### src/GpioPortPkg.sv
// GPIO port package with bus widths, register offsets, select codes and bus word helpers.
package GpioPortPkg;

    localparam int BusWidth  = 16;
    localparam int PinCount  = 16;
    localparam int HalfWidth = 8;
    localparam int AltCount  = 3;

    // Register offsets from the port base.
    localparam logic [BusWidth-1:0] OffsIn   = 16'h0000;
    localparam logic [BusWidth-1:0] OffsOut  = 16'h0002;
    localparam logic [BusWidth-1:0] OffsDir  = 16'h0004;
    localparam logic [BusWidth-1:0] OffsRen  = 16'h0006;
    localparam logic [BusWidth-1:0] OffsSel0 = 16'h000A;
    localparam logic [BusWidth-1:0] OffsSel1 = 16'h000C;
    localparam logic [BusWidth-1:0] OffsIes  = 16'h0018;
    localparam logic [BusWidth-1:0] OffsIe   = 16'h001A;
    localparam logic [BusWidth-1:0] OffsIfg  = 16'h001C;

    typedef logic [1:0] PinSel;

    localparam PinSel SelIo = 2'd0; // Plain I/O.

    typedef union packed {
        logic [BusWidth-1:0] Word;
        struct packed {
            logic [HalfWidth-1:0] HalfY; // Pins 15..8.
            logic [HalfWidth-1:0] HalfX; // Pins 7..0.
        } Halves;
    } BusWord;

    // Byte writes always carry the data in the low byte.
    function automatic BusWord mergeWrite(BusWord cur, BusWord wdata, logic byteAcc,
                                          logic hiByte);
        BusWord result;
        result = cur;
        if (!byteAcc) result.Word = wdata.Word;
        else if (hiByte) result.Halves.HalfY = wdata.Halves.HalfX;
        else result.Halves.HalfX = wdata.Halves.HalfX;
        return result;
    endfunction

    function automatic BusWord readView(BusWord value, logic byteAcc, logic hiByte);
        BusWord result;
        result.Word = '0;
        if (!byteAcc) result = value;
        else if (hiByte) result.Halves.HalfX = value.Halves.HalfY; // Upper byte lands low.
        else result.Halves.HalfX = value.Halves.HalfX;
        return result;
    endfunction

endpackage

### src/PortRegisters.sv
// Port register block holding output, direction, pull-enable and function-select words.
`timescale 1ns/100ps

module PortRegisters #(
    parameter logic [GpioPortPkg::BusWidth-1:0] BaseAddr = 16'h0200
) (
    input  logic                                SysClock,
    input  logic                                BSLenter,
    input  logic [GpioPortPkg::BusWidth-1:0]    Mab,
    input  GpioPortPkg::BusWord                 MdbWrite,
    input  logic                                Mw,
    input  logic                                Bw,
    output GpioPortPkg::BusWord                 RdData,
    output logic [GpioPortPkg::PinCount-1:0]    OutReg,
    output logic [GpioPortPkg::PinCount-1:0]    DirReg,
    output logic [GpioPortPkg::PinCount-1:0]    RenReg,
    output logic [GpioPortPkg::PinCount-1:0]    Sel0Reg,
    output logic [GpioPortPkg::PinCount-1:0]    Sel1Reg
);

    import GpioPortPkg::*;

    logic [BusWidth-1:0] WordAddr;
    logic                HiByte;
    logic                HitOut;
    logic                HitDir;
    logic                HitRen;
    logic                HitSel0;
    logic                HitSel1;
    BusWord              OutQ;
    BusWord              DirQ;
    BusWord              RenQ;
    BusWord              Sel0Q;
    BusWord              Sel1Q;
    BusWord              RdSel;

    assign WordAddr = {Mab[BusWidth-1:1], 1'b0}; // Byte accesses may be odd.
    assign HiByte   = Mab[0];

    assign HitOut  = (WordAddr == BaseAddr + OffsOut);
    assign HitDir  = (WordAddr == BaseAddr + OffsDir);
    assign HitRen  = (WordAddr == BaseAddr + OffsRen);
    assign HitSel0 = (WordAddr == BaseAddr + OffsSel0);
    assign HitSel1 = (WordAddr == BaseAddr + OffsSel1);

    always_ff @(posedge SysClock or posedge BSLenter) begin
        if (BSLenter) begin
            OutQ  <= '0;
            DirQ  <= '0; // All pins come up as inputs.
            RenQ  <= '0;
            Sel0Q <= '0;
            Sel1Q <= '0;
        end else if (Mw) begin
            if (HitOut) begin
                OutQ <= mergeWrite(OutQ, MdbWrite, Bw, HiByte);
            end
            if (HitDir) begin
                DirQ <= mergeWrite(DirQ, MdbWrite, Bw, HiByte);
            end
            if (HitRen) begin
                RenQ <= mergeWrite(RenQ, MdbWrite, Bw, HiByte);
            end
            if (HitSel0) begin
                Sel0Q <= mergeWrite(Sel0Q, MdbWrite, Bw, HiByte);
            end
            if (HitSel1) begin
                Sel1Q <= mergeWrite(Sel1Q, MdbWrite, Bw, HiByte);
            end
        end
    end

    // Combinational read, zero when no register of ours is addressed.
    always_comb begin
        RdSel.Word = '0;
        if (HitOut) begin
            RdSel = OutQ;
        end else if (HitDir) begin
            RdSel = DirQ;
        end else if (HitRen) begin
            RdSel = RenQ;
        end else if (HitSel0) begin
            RdSel = Sel0Q;
        end else if (HitSel1) begin
            RdSel = Sel1Q;
        end
    end

    assign RdData = readView(RdSel, Bw, HiByte);

    assign OutReg  = OutQ.Word;
    assign DirReg  = DirQ.Word;
    assign RenReg  = RenQ.Word;
    assign Sel0Reg = Sel0Q.Word;
    assign Sel1Reg = Sel1Q.Word;

endmodule

### src/PinCell.sv
// Pin cell that picks the pad drive source, output enable and pull, and routes the pad input.
`timescale 1ns/100ps

module PinCell (
    input  logic                                OutBit,
    input  logic                                DirBit,
    input  logic                                RenBit,
    input  GpioPortPkg::PinSel                  Sel,
    input  logic [GpioPortPkg::AltCount-1:0]    AltOut,
    input  logic [GpioPortPkg::AltCount-1:0]    AltDir,
    input  logic                                PadIn,
    output logic [GpioPortPkg::AltCount-1:0]    AltIn,
    output logic                                PadOut,
    output logic                                PadOe,
    output logic                                PadPullEn,
    output logic                                PadInBit
);

    import GpioPortPkg::*;

    // Code k selects alternate function k at index k-1.
    always_comb begin
        PadOut = OutBit;
        PadOe  = DirBit;
        if (Sel != SelIo) begin
            PadOut = AltOut[Sel - 2'd1];
            PadOe  = AltDir[Sel - 2'd1];
        end
    end

    // Pull only on an undriven pad; PadOut then gives up or down.
    assign PadPullEn = RenBit & ~PadOe;

    always_comb begin
        for (int k = 0; k < AltCount; k++) begin
            AltIn[k] = PadIn & (Sel == PinSel'(k + 1));
        end
    end

    assign PadInBit = PadIn;

endmodule

### src/PortInterrupts.sv
// Pad input capture with edge-select, enable and flag registers for the two half-port interrupts.
`timescale 1ns/100ps

module PortInterrupts #(
    parameter logic [GpioPortPkg::BusWidth-1:0] BaseAddr = 16'h0200
) (
    input  logic                                SysClock,
    input  logic                                BSLenter,
    input  logic [GpioPortPkg::BusWidth-1:0]    Mab,
    input  GpioPortPkg::BusWord                 MdbWrite,
    input  logic                                Mw,
    input  logic                                Bw,
    input  logic [GpioPortPkg::PinCount-1:0]    PadInBit,
    output GpioPortPkg::BusWord                 RdData,
    output logic                                PxInt,
    output logic                                PyInt
);

    import GpioPortPkg::*;

    logic [BusWidth-1:0] WordAddr;
    logic                HiByte;
    logic                HitIn;
    logic                HitIes;
    logic                HitIe;
    logic                HitIfg;
    BusWord              InReg;
    BusWord              InPrev;
    BusWord              IesQ;
    BusWord              IeQ;
    BusWord              IfgQ;
    BusWord              IfgBase;
    BusWord              RdSel;
    logic [PinCount-1:0] EdgeHit;
    logic [PinCount-1:0] Pending;

    assign WordAddr = {Mab[BusWidth-1:1], 1'b0};
    assign HiByte   = Mab[0];

    assign HitIn  = (WordAddr == BaseAddr + OffsIn);
    assign HitIes = (WordAddr == BaseAddr + OffsIes);
    assign HitIe  = (WordAddr == BaseAddr + OffsIe);
    assign HitIfg = (WordAddr == BaseAddr + OffsIfg);

    // Ies low picks rising, high picks falling.
    assign EdgeHit = (InReg.Word & ~InPrev.Word & ~IesQ.Word)
                   | (~InReg.Word & InPrev.Word & IesQ.Word);

    always_comb begin
        IfgBase = IfgQ;
        if (Mw && HitIfg) begin
            IfgBase = mergeWrite(IfgQ, MdbWrite, Bw, HiByte); // Software clear path.
        end
    end

    always_ff @(posedge SysClock or posedge BSLenter) begin
        if (BSLenter) begin
            InReg  <= '0;
            InPrev <= '0;
            IesQ   <= '0;
            IeQ    <= '0;
            IfgQ   <= '0;
        end else begin
            InReg.Word  <= PadInBit; // Sampled every edge.
            InPrev      <= InReg;
            IfgQ.Word   <= IfgBase.Word | EdgeHit; // Edge wins over a same-cycle write.
            if (Mw && HitIes) begin
                IesQ <= mergeWrite(IesQ, MdbWrite, Bw, HiByte);
            end
            if (Mw && HitIe) begin
                IeQ <= mergeWrite(IeQ, MdbWrite, Bw, HiByte);
            end
        end
    end

    always_comb begin
        RdSel.Word = '0;
        if (HitIn) begin
            RdSel = InReg;
        end else if (HitIes) begin
            RdSel = IesQ;
        end else if (HitIe) begin
            RdSel = IeQ;
        end else if (HitIfg) begin
            RdSel = IfgQ;
        end
    end

    assign RdData = readView(RdSel, Bw, HiByte);

    assign Pending = IfgQ.Word & IeQ.Word;
    assign PxInt   = |Pending[HalfWidth-1:0];
    assign PyInt   = |Pending[PinCount-1:HalfWidth];

endmodule

### src/GpioPort.sv
// Sixteen-pin GPIO port top level joining the register block, pin cells and interrupt logic.
`timescale 1ns/100ps

module GpioPort #(
    parameter logic [GpioPortPkg::BusWidth-1:0] BaseAddr = 16'h0200
) (
    input  logic                                SysClock,
    input  logic                                BSLenter,
    input  logic [GpioPortPkg::BusWidth-1:0]    Mab,
    input  GpioPortPkg::BusWord                 MdbWrite,
    input  logic                                Mw,
    input  logic                                Bw,
    input  logic [GpioPortPkg::PinCount-1:0]    PadIn,
    input  logic [GpioPortPkg::PinCount-1:0]    AltOut1,
    input  logic [GpioPortPkg::PinCount-1:0]    AltOut2,
    input  logic [GpioPortPkg::PinCount-1:0]    AltOut3,
    input  logic [GpioPortPkg::PinCount-1:0]    AltDir1,
    input  logic [GpioPortPkg::PinCount-1:0]    AltDir2,
    input  logic [GpioPortPkg::PinCount-1:0]    AltDir3,
    output GpioPortPkg::BusWord                 MdbRead,
    output logic [GpioPortPkg::PinCount-1:0]    PadOut,
    output logic [GpioPortPkg::PinCount-1:0]    PadOe,
    output logic [GpioPortPkg::PinCount-1:0]    PadPullEn,
    output logic [GpioPortPkg::PinCount-1:0]    AltIn1,
    output logic [GpioPortPkg::PinCount-1:0]    AltIn2,
    output logic [GpioPortPkg::PinCount-1:0]    AltIn3,
    output logic                                PxInt,
    output logic                                PyInt
);

    import GpioPortPkg::*;

    BusWord              RegRdData;
    BusWord              IntRdData;
    logic [PinCount-1:0] OutReg;
    logic [PinCount-1:0] DirReg;
    logic [PinCount-1:0] RenReg;
    logic [PinCount-1:0] Sel0Reg;
    logic [PinCount-1:0] Sel1Reg;
    logic [PinCount-1:0] PadInBit;
    logic [AltCount-1:0] PinAltIn [PinCount];

    PortRegisters #(.BaseAddr(BaseAddr)) regs (
        .SysClock(SysClock), .BSLenter(BSLenter),
        .Mab(Mab), .MdbWrite(MdbWrite), .Mw(Mw), .Bw(Bw),
        .RdData(RegRdData),
        .OutReg(OutReg), .DirReg(DirReg), .RenReg(RenReg),
        .Sel0Reg(Sel0Reg), .Sel1Reg(Sel1Reg)
    );

    for (genvar i = 0; i < PinCount; i++) begin : gPin
        PinCell pin (
            .OutBit(OutReg[i]), .DirBit(DirReg[i]), .RenBit(RenReg[i]),
            .Sel({Sel1Reg[i], Sel0Reg[i]}), // Sel1 is the high bit.
            .AltOut({AltOut3[i], AltOut2[i], AltOut1[i]}),
            .AltDir({AltDir3[i], AltDir2[i], AltDir1[i]}),
            .PadIn(PadIn[i]),
            .AltIn(PinAltIn[i]),
            .PadOut(PadOut[i]), .PadOe(PadOe[i]), .PadPullEn(PadPullEn[i]),
            .PadInBit(PadInBit[i])
        );
        assign AltIn1[i] = PinAltIn[i][0];
        assign AltIn2[i] = PinAltIn[i][1];
        assign AltIn3[i] = PinAltIn[i][2];
    end

    PortInterrupts #(.BaseAddr(BaseAddr)) ints (
        .SysClock(SysClock), .BSLenter(BSLenter),
        .Mab(Mab), .MdbWrite(MdbWrite), .Mw(Mw), .Bw(Bw),
        .PadInBit(PadInBit),
        .RdData(IntRdData),
        .PxInt(PxInt), .PyInt(PyInt)
    );

    assign MdbRead.Word = RegRdData.Word | IntRdData.Word; // Unaddressed block reads zero.

endmodule

### config.mk
export PLATFORM = sky130hd
export DESIGN_NAME = GpioPort
export DESIGN_NICKNAME = d
export VERILOG_FILES = /design/src/GpioPortPkg.sv /design/src/PortRegisters.sv /design/src/PinCell.sv /design/src/PortInterrupts.sv /design/src/GpioPort.sv
export SDC_FILE = /design/constraint.sdc
export NUM_CORES = 1
export LEC_CHECK = 0
export ABC_AREA = 1
export BUFFER_PORTS_ARGS = -buffer_cell sky130_fd_sc_hd__buf_2
export CORE_ASPECT_RATIO = 0.6
export CORE_MARGIN = 1
export CORE_UTILIZATION = 50
export CTS_CLUSTER_SIZE = 14
export DETAILED_ROUTE_END_ITERATION = 6
export HOLD_SLACK_MARGIN = 0.06
export MAX_ROUTING_LAYER = met4
export PLACE_DENSITY = 0.84
export SETUP_SLACK_MARGIN = 0.15
export SLEW_MARGIN = 10
export SYNTH_ARGS = -nofsm -noshare
export SYNTH_HDL_FRONTEND = slang
export SYNTH_SLANG_ARGS = --single-unit
### constraint.sdc
create_clock -name SysClock -period 5.15 [get_ports SysClock]
set_input_delay 1.03 -clock SysClock [delete_from_list [all_inputs] [get_ports SysClock]]
set_output_delay 1.03 -clock SysClock [all_outputs]
set_load 0.01 [all_outputs]
# Yosys cells after proc, flatten, opt, wreduce, memory -nomap -nowiden
# Cells that the tools add are included.
dict set report word_totals {
  memories 0
  latch_bits 0
  ram_bits 0
  regBits 160
  word_cells 352
  rom_bits 0
  in_bits 148
  output_inout_bits 114
}
dict set report classes {
  mul 0
  n_div 0
  muxes 118
  magnitude_cmp 16
  eq_ne 59
  addsub 16
  bitwise_logic 91
  n_reduce_logical 35
  n_shift 0
}
# op n
set op_table {}
lappend op_table {{$mux 16} 12}
lappend op_table {{$eq 15x9->1 const B} 9}
lappend op_table {{$and 16x16->16} 5}
lappend op_table {{$mux 8} 10}
lappend op_table {{$and 1x1->1} 64}
lappend op_table {{$bmux 1 s2} 32}
lappend op_table {{$eq 2x2->1 const B} 32}
lappend op_table {{$mux 1} 64}
lappend op_table {{$lt 2x3->1 const B} 16}
lappend op_table {{$not 16->16} 3}
lappend op_table {{$or 16x16->16} 3}
lappend op_table {{$eq 2x1->1 const B} 16}
lappend op_table {{$reduce_bool 2->1} 16}
lappend op_table {{$sub 2x1->2 const B} 16}
lappend op_table {{$reduce_and 3->1} 10}
lappend op_table {{$not 1->1} 16}
lappend op_table {{$reduce_or 8->1} 2}
lappend op_table {{$reduce_and 2->1} 4}
lappend op_table {{$ne 2x2->1 const B} 2}
lappend op_table {{$logic_and 1x1->1} 3}

# Longest topological paths before layout
# Gate-level depths: netlist of the first run.
dict set report depth {
  word_depth 9
  depth_mapped 14
  mapped_depth_nobuf 12
}

# Modules after synthesis
# A second synthesis of the first run with hierarchy kept.
dict set report hier_totals {
  hier_cells 1732
  area_unflattened_um2 11828.8
}
# module seq_area_each_um2 area_per_inst_um2 instances cells_per_inst
set by_module_without_submodules {}
lappend by_module_without_submodules {PortRegisters 2001.9 4466.8 1 596}
lappend by_module_without_submodules {PortInterrupts 2001.9 4219.0 1 544}
lappend by_module_without_submodules {PinCell 0.0 185.2 16 34}
lappend by_module_without_submodules {GpioPort 0.0 180.2 1 48}

# Least setup slack after synthesis of the first run
# Ideal clock, no wire load.
dict set report synth_path {
  kind {input -> output}
  startpoint {input Mab[13] (netlist name)}
  endpoint {output MdbRead[3] (netlist name)}
  t_required_ps 4120
  n_path_buf 3
  slack_ps 1850
  path_stages 12
  t_arrival_ps 2270
  cell_sequence {inv_1 -> nand3b_4 -> nor2_4 -> buf_12 -> buf_12 -> buf_8 -> nand3_2 -> o21ai_1 -> nor2_1 -> nor2_1 -> nor2_1 -> a21oi_1}
}
# item line
set synth_lines {}
lappend synth_lines {{from (decl)} GpioPort.sv:9} ;# input logic [GpioPortPkg::BusWidth-1:0] Mab,
lappend synth_lines {{to (decl)} GpioPort.sv:20} ;# output GpioPortPkg::BusWord MdbRead,

==> results of run 1 <==
-- layout make-up --
class | instances | area (µm²) | share of cell area, %
multi-input cells | 1013 | 5440 | 42.8
flip-flops and latches | 160 | 4000 | 31.5
repair buffers | 268 | 1370 | 10.8
inverters | 271 | 1020 | 8.06
clock buffers | 22 | 454 | 3.58
well taps | 279 | 349 | 2.75
clock inverters | 9 | 63.8 | 0.502
-- flip-flops by register name (all words and copies together) (netlist names) --
name          flops
regs.OutReg      16
regs.DirReg      16
regs.RenReg      16
ints.IeQ         16
ints.InReg       16
regs.Sel0Reg     16
ints.IfgQ        16
regs.Sel1Reg     16
ints.IesQ        16
ints.InPrev      16
-- metal layers --
metal  vias to the layer above  track usage [%]  part of all wire [%]
li1                       5281                -                     -
met3                        49             6.70                    13
met1                      5099             45.7                    45
met5                         -                -                     0
met2                       749             43.1                    41
met4                         0             6.64                   1.3
-- power groups by stage --
| stage | Sequential [µW] | Clock [µW] | Combinational, µW |
|---|---|---|---|
| 3_3_place_gp | 1300 | 0 | 226 |
| 6_report | 1280 | 1150 | 233 |
| 3_5_place_dp | 1300 | 0 | 230 |
| 5_1_grt | 1280 | 1210 | 256 |
| 4_1_cts | 1280 | 1150 | 231 |
| 2_1_floorplan | 1300 | 0 | 122 |
-- cell families after synthesis --
group / count (synthesis) / share of synthesized area (%)
adders and majority gates: 64 / 7.15
AOI/OAI and AO/OA: 327 / 16.1
DFF: 160 / 35.8
buffers and inverters: 365 / 15.7
and+or+nand+nor: 622 / 25.3
-- how the worst max path moves through the flow --
stage | startpoint | to | slack, ns | depth (start not counted)
6_report | Mab[12] | MdbRead[1] | 0.74 | 12
5_1_grt | Mab[12] | MdbRead[0] | 0.68 | 12
4_1_cts | Mab[12] | MdbRead[1] | 0.81 | 12
3_5_place_dp | Mab[12] | MdbRead[1] | 0.81 | 12
3_3_place_gp | Mab[12] | MdbRead[1] | 0.82 | 12
2_1_floorplan | Mab[13] | MdbRead[3] | 1.85 | 12
-- cell usage in the layout, fill, tap and decap left out, types with 5 or more instances in the layout --
| master | synthesis | routed |
|---|---|---|
| nand2_1 | 272 | 272 |
| buf_2 | 17 | 261 |
| inv_1 | 258 | 257 |
| nor2_1 | 217 | 217 |
| dfrtp_1 | 160 | 160 |
| o21ai_0 | 116 | 116 |
| a21oi_1 | 69 | 69 |
| o21ai_1 | 64 | 64 |
| ha_1 | 64 | 64 |
| nand4_1 | 53 | 53 |
| nand3_1 | 36 | 36 |
| a31oi_1 | 33 | 33 |
| a22oi_1 | 18 | 18 |
| clkbuf_16 | 0 | 17 |
| inv_2 | 11 | 11 |
| o31ai_1 | 8 | 8 |
| nor2_4 | 7 | 7 |
| nand3_4 | 6 | 6 |
| nand2_2 | 6 | 6 |
| buf_4 | 53 | 6 |
| nand2_4 | 5 | 5 |
| nor2_2 | 5 | 5 |
| or3_1 | 5 | 5 |
| o2111ai_1 | 5 | 5 |
-- stage by stage --
stage,power (µW),utilization (%)
2_1_floorplan,1420,-
3_3_place_gp,1530,56.7
3_5_place_dp,1530,56.7
4_1_cts,2660,59.1
5_1_grt,2740,59.1
6_report,2670,59.1
==> impl_metrics.yaml, run 1 <==
power:
  switchingPower_uw: 695
  power.share.clock_pct: 43.3
  p_leak_uw: 0.00722
  switching_share_pct: 26.1
  pwr-share-seq_pct: 48.0
  powerDensity_nw_per_um2: 210
  ir_worst_vdd_mv: 0.205
  cellInternalPower_uw: 1970
  combPwrFrac_pct: 8.7
die:
  die_h_um: 118
  start_util_pct: 52.1
  std_cell_rows: 41
  dieArea_um2: 23000
  core-area_um2: 21500
  io_pins: 262
  die_w_um: 195
yosys:
  syn_area_per_cell_um2: 7.28
  yosysMostFrequentCell: "nand2_1"
  synth_top_area_cell: "dfrtp_1"
  synth_nets: 1750
  ys_seq_area_share_pct: 35.8
  synth_flop_cell: "dfrtp_1"
  synth.top_cells.by_area: "dfrtp_1, nand2_1, inv_1, nor2_1, ha_1"
  yosys_warnings: 0
  synth_edf_count: 0
  netlist_area_um2: 11200
  synthArstFlopShare_pct: 100
  synth-seq-cells: 160
  ys_types: 40
  postSynthCellCount: 1538
  yosysTopAreaCellShare_pct: 35.8
  synth_commonest_cells: "nand2_1, inv_1, nor2_1, dfrtp_1, o21ai_0"
drt:
  wirelength_um: 34900
  drc_errors: 0
  drt-initial-drc-count: 1319
  via_count: 11178
  ant_nets: 0
  wire_per_inst_um: 17.2
  viasPerCell: 5.53
  drtPass1Iterations: 6
layout:
  diodes: 0
  drive_gt1_share_pct: 20.0
  post-route-cell-area_um2: 12700
  final_nets: 1943
  fillCellCount: 1980
  area_growth_syn_to_layout_pct: 13.4
  instances_no_fill: 2022
worst_hold_path:
  hold-path-endpoint: "ints.InPrev[0]"
  worstHoldPathCells: 0
  worstHoldStart: "ints.InReg[0]"
  hp-class: "reg -> reg"
critical_path:
  worstRegToRegCells: 6
  timing_worst_setup_path_type: "in -> out"
  critPathTopFamily: "simple AND/OR/NAND/NOR gates"
  r2r_start: "ints.IesQ[9]"
  cp_data_arrival_time_ns: 3.38
  worst_r2r_endpoint: "ints.IfgQ[9]"
  path_buf_inv: 3
  worstPathRequired_ns: 4.12
  slowest_stage: "nor2_4"
  rrSetupSlack_ns: 4.10
  slowest_delay_ns: 0.37
  critPathMaxFanout: 21
  crit_path_frequent_cell: "nor2_1"
  cp-end-kind: "primary output"
  crit_chain: "buf_2 -> nor2_1 -> nand2_1 -> nor2_4 -> buf_4 -> nand3_4 -> o21ai_0 -> nor2_1 -> nor2_1 -> nor2_1 -> a21oi_1 -> buf_2"
  start_kind: "input pin"
clock_network:
  numCtsBuffers: 17
  clkTransAtPathRegs_ns: 0.06
  clock-sinks: 160
  root_buffer: "clkbuf_16"
  cts_tree: "yes"
  cts_hold_buf: 0
  clk_path_buf_depth: 2
  cts_setup_buffers: 0
  cts_resized: 0
  clk_latency_ns: 0.43
  cts_max_level: 4
timing:
  skew_ns: 0.0120
  tightest_slew_ns: 0.863
  period_share_pct: 85.6
  finalSetupViolCount: 0
  max_freq_mhz: 227
  slew_violations: 0
  hold_viol: 0
  slew_headroom_pct: 42.5
  holdWs_ns: 0.380
  rsz0062_at_grt: "no"
  period_needed_ns: 4.41
  tns_ns: 0
  fin_ws_ns: 0.741
global_route:
  antenna_found_initial: 0
  first_global_vias: 9984
  grt_pass1_wl_um: 53800
  grt_overflow: 0
  grt_usage_pct: 31.0
  grt_max_degree: 161
place:
  placed_cell_area_um2: 12200
  place_inst: 1991
  hpwl_um: 25700
  portBuffers: 261
  routabilityCongestion: 0.959
  dp_slack_ns: 0.809
job:
  cap_violations: 0
outcome:
  status: "complete, no violations"
Note: power is estimated with default switching activity, not from simulation.
==> run 2, diff against run 1 <==
--- a/config.mk
+++ b/config.mk
@@ -9,12 +9,13 @@
 export BUFFER_PORTS_ARGS = -buffer_cell sky130_fd_sc_hd__buf_2
 export CORE_ASPECT_RATIO = 0.6
 export CORE_MARGIN = 1
-export CORE_UTILIZATION = 50
+export CORE_UTILIZATION = 51
+export CTS_BUF_LIST = sky130_fd_sc_hd__clkbuf_4 sky130_fd_sc_hd__clkbuf_8
 export CTS_CLUSTER_SIZE = 14
 export DETAILED_ROUTE_END_ITERATION = 6
 export HOLD_SLACK_MARGIN = 0.06
 export MAX_ROUTING_LAYER = met4
-export PLACE_DENSITY = 0.84
+export PLACE_DENSITY = 0.85
 export SETUP_SLACK_MARGIN = 0.15
 export SLEW_MARGIN = 10
 export SYNTH_ARGS = -nofsm -noshare
==> impl_metrics.yaml, run 2 (synthesis results as in run 1) <==
timing:
  max_freq_mhz: 231
  tns_ns: 0
  skew_ns: 0.0114
  rsz0062_at_grt: "no"
  finalSetupViolCount: 0
  period_needed_ns: 4.32
  hold_viol: 0
  period_share_pct: 83.9
  slew_headroom_pct: 37.5
  tightest_slew_ns: 0.937
  slew_violations: 0
critical_path:
  crit_chain: "buf_2 -> inv_1 -> nand3b_4 -> nor2_4 -> buf_12 -> nand3_4 -> nand2_1 -> inv_1 -> nand2_1 -> nand2_1 -> nor2_1 -> a21oi_1 -> buf_2"
  start_kind: "input pin"
  crit_path_frequent_cell: "nand2_1"
  r2r_start: "ints.IesQ[10]"
  path_buf_inv: 5
  critPathTopFamily: "simple AND/OR/NAND/NOR gates"
  slowest_stage: "nor2_1"
  worstPathRequired_ns: 4.12
  critPathMaxFanout: 71
  slowest_delay_ns: 0.38
  cp-end-kind: "primary output"
  cp_data_arrival_time_ns: 3.29
  critPathLaunch: "Mab[13]"
  timing_worst_setup_path_type: "in -> out"
drt:
  wire_per_inst_um: 17.1
  via_count: 10997
  ant_nets: 0
  drc_errors: 21
  viasPerCell: 5.43
  wirelength_um: 34500
  drtPass1Iterations: 7
  drt-initial-drc-count: 1232
layout:
  area_growth_syn_to_layout_pct: 12.4
  final_nets: 1944
  mostFrequentLayoutCell: "nand2_1"
  layout_common_cells: "nand2_1, buf_2, inv_1, nor2_1, dfrtp_1"
  instances_no_fill: 2025
  drive_gt1_share_pct: 20.3
die:
  io_pins: 262
  start_util_pct: 52.6
  die_w_um: 193
  core-area_um2: 21300
  dieArea_um2: 22600
  die_h_um: 117
  std_cell_rows: 41
power:
  p_total_uw: 2450
  powerDensity_nw_per_um2: 195
  ir_worst_vdd_mv: 0.195
  p_leak_uw: 0.00717
clock_network:
  clkTransAtPathRegs_ns: 0.09
  cts_setup_buffers: 0
  clk_latency_ns: 0.47
  cts_max_level: 4
  numCtsBuffers: 17
  cts_hold_buf: 0
  clk_path_buf_depth: 2
  root_buffer: "clkbuf_8"
  cts_resized: 0
  clock-sinks: 160
  cts_tree: "yes"
global_route:
  use_met2_pct: 46.8
  first_global_vias: 9942
  grt_use_met1_pct: 43.5
  grt_pass1_wl_um: 53300
  antenna_found_initial: 1
  grt_max_degree: 161
  globalRouteMet3Util_pct: 8.19
  top_usage_layer: "met2"
  grt_usage_pct: 31.4
  grt_overflow: 0
outcome:
  violations: "design-rule violations"
  status: "complete, but fails checks"
place:
  hpwl_um: 25400
  portBuffers: 261
  routabilityCongestion: 0.930
  place_inst: 1992
worst_hold_path:
  worstHoldStart: "ints.InReg[7]"
  hp-class: "reg -> reg"
job:
  cap_violations: 0
==> run 2: stage by stage <==
step	area [µm²]	setup WS [ns]	hold slack, ns	utilization, %
2_1_floorplan	11200	1.85	0.354	-
3_3_place_gp	12200	0.935	0.362	57.3
3_5_place_dp	12200	0.907	0.362	57.3
4_1_cts	12600	0.907	0.384	59.1
5_1_grt	12600	0.650	0.401	59.1
6_report	12600	0.829	0.383	59.1
==> run 2: final cells by class <==
class                           instances  area, µm²
Multi-Input combinational cell       1013       5440
Antenna cell                            1       2.50
Fill cell                            1990       8700
Timing Repair Buffer                  269       1390
Clock inverter                         15        150
Clock buffer                           17        234
Tap cell                              279        349
Sequential cell                       160       4000
Inverter                              271       1020
==> run 2: path summary, 6_finish.rpt <==
path                                  endpoint  slack (ns)  cells after the start
worst max-delay path                MdbRead[6]        0.83                     13
worst min-delay path            ints.InPrev[7]        0.38                      0
worst max register to register   ints.IfgQ[10]        4.09                      5
worst min register to register  ints.InPrev[7]        0.38                      0
max in group asynchronous       ints.InPrev[3]        3.64                      3
min in group asynchronous        ints.InReg[8]        0.76                      3
==> run 2: power by group <==
part	internal [µW]	switching, µW	leakage, µW
registers	1270	10.8	0.00204
clock network	396	542	0.000190
logic	76.9	156	0.00495
==> run 2: metal layers <==
metal  vias to the layer above  share of wire (%)
met5                         -                  0
met4                         0                1.1
met3                        33                 12
met2                       564                 42
met1                      5111                 45
li1                       5289                  -
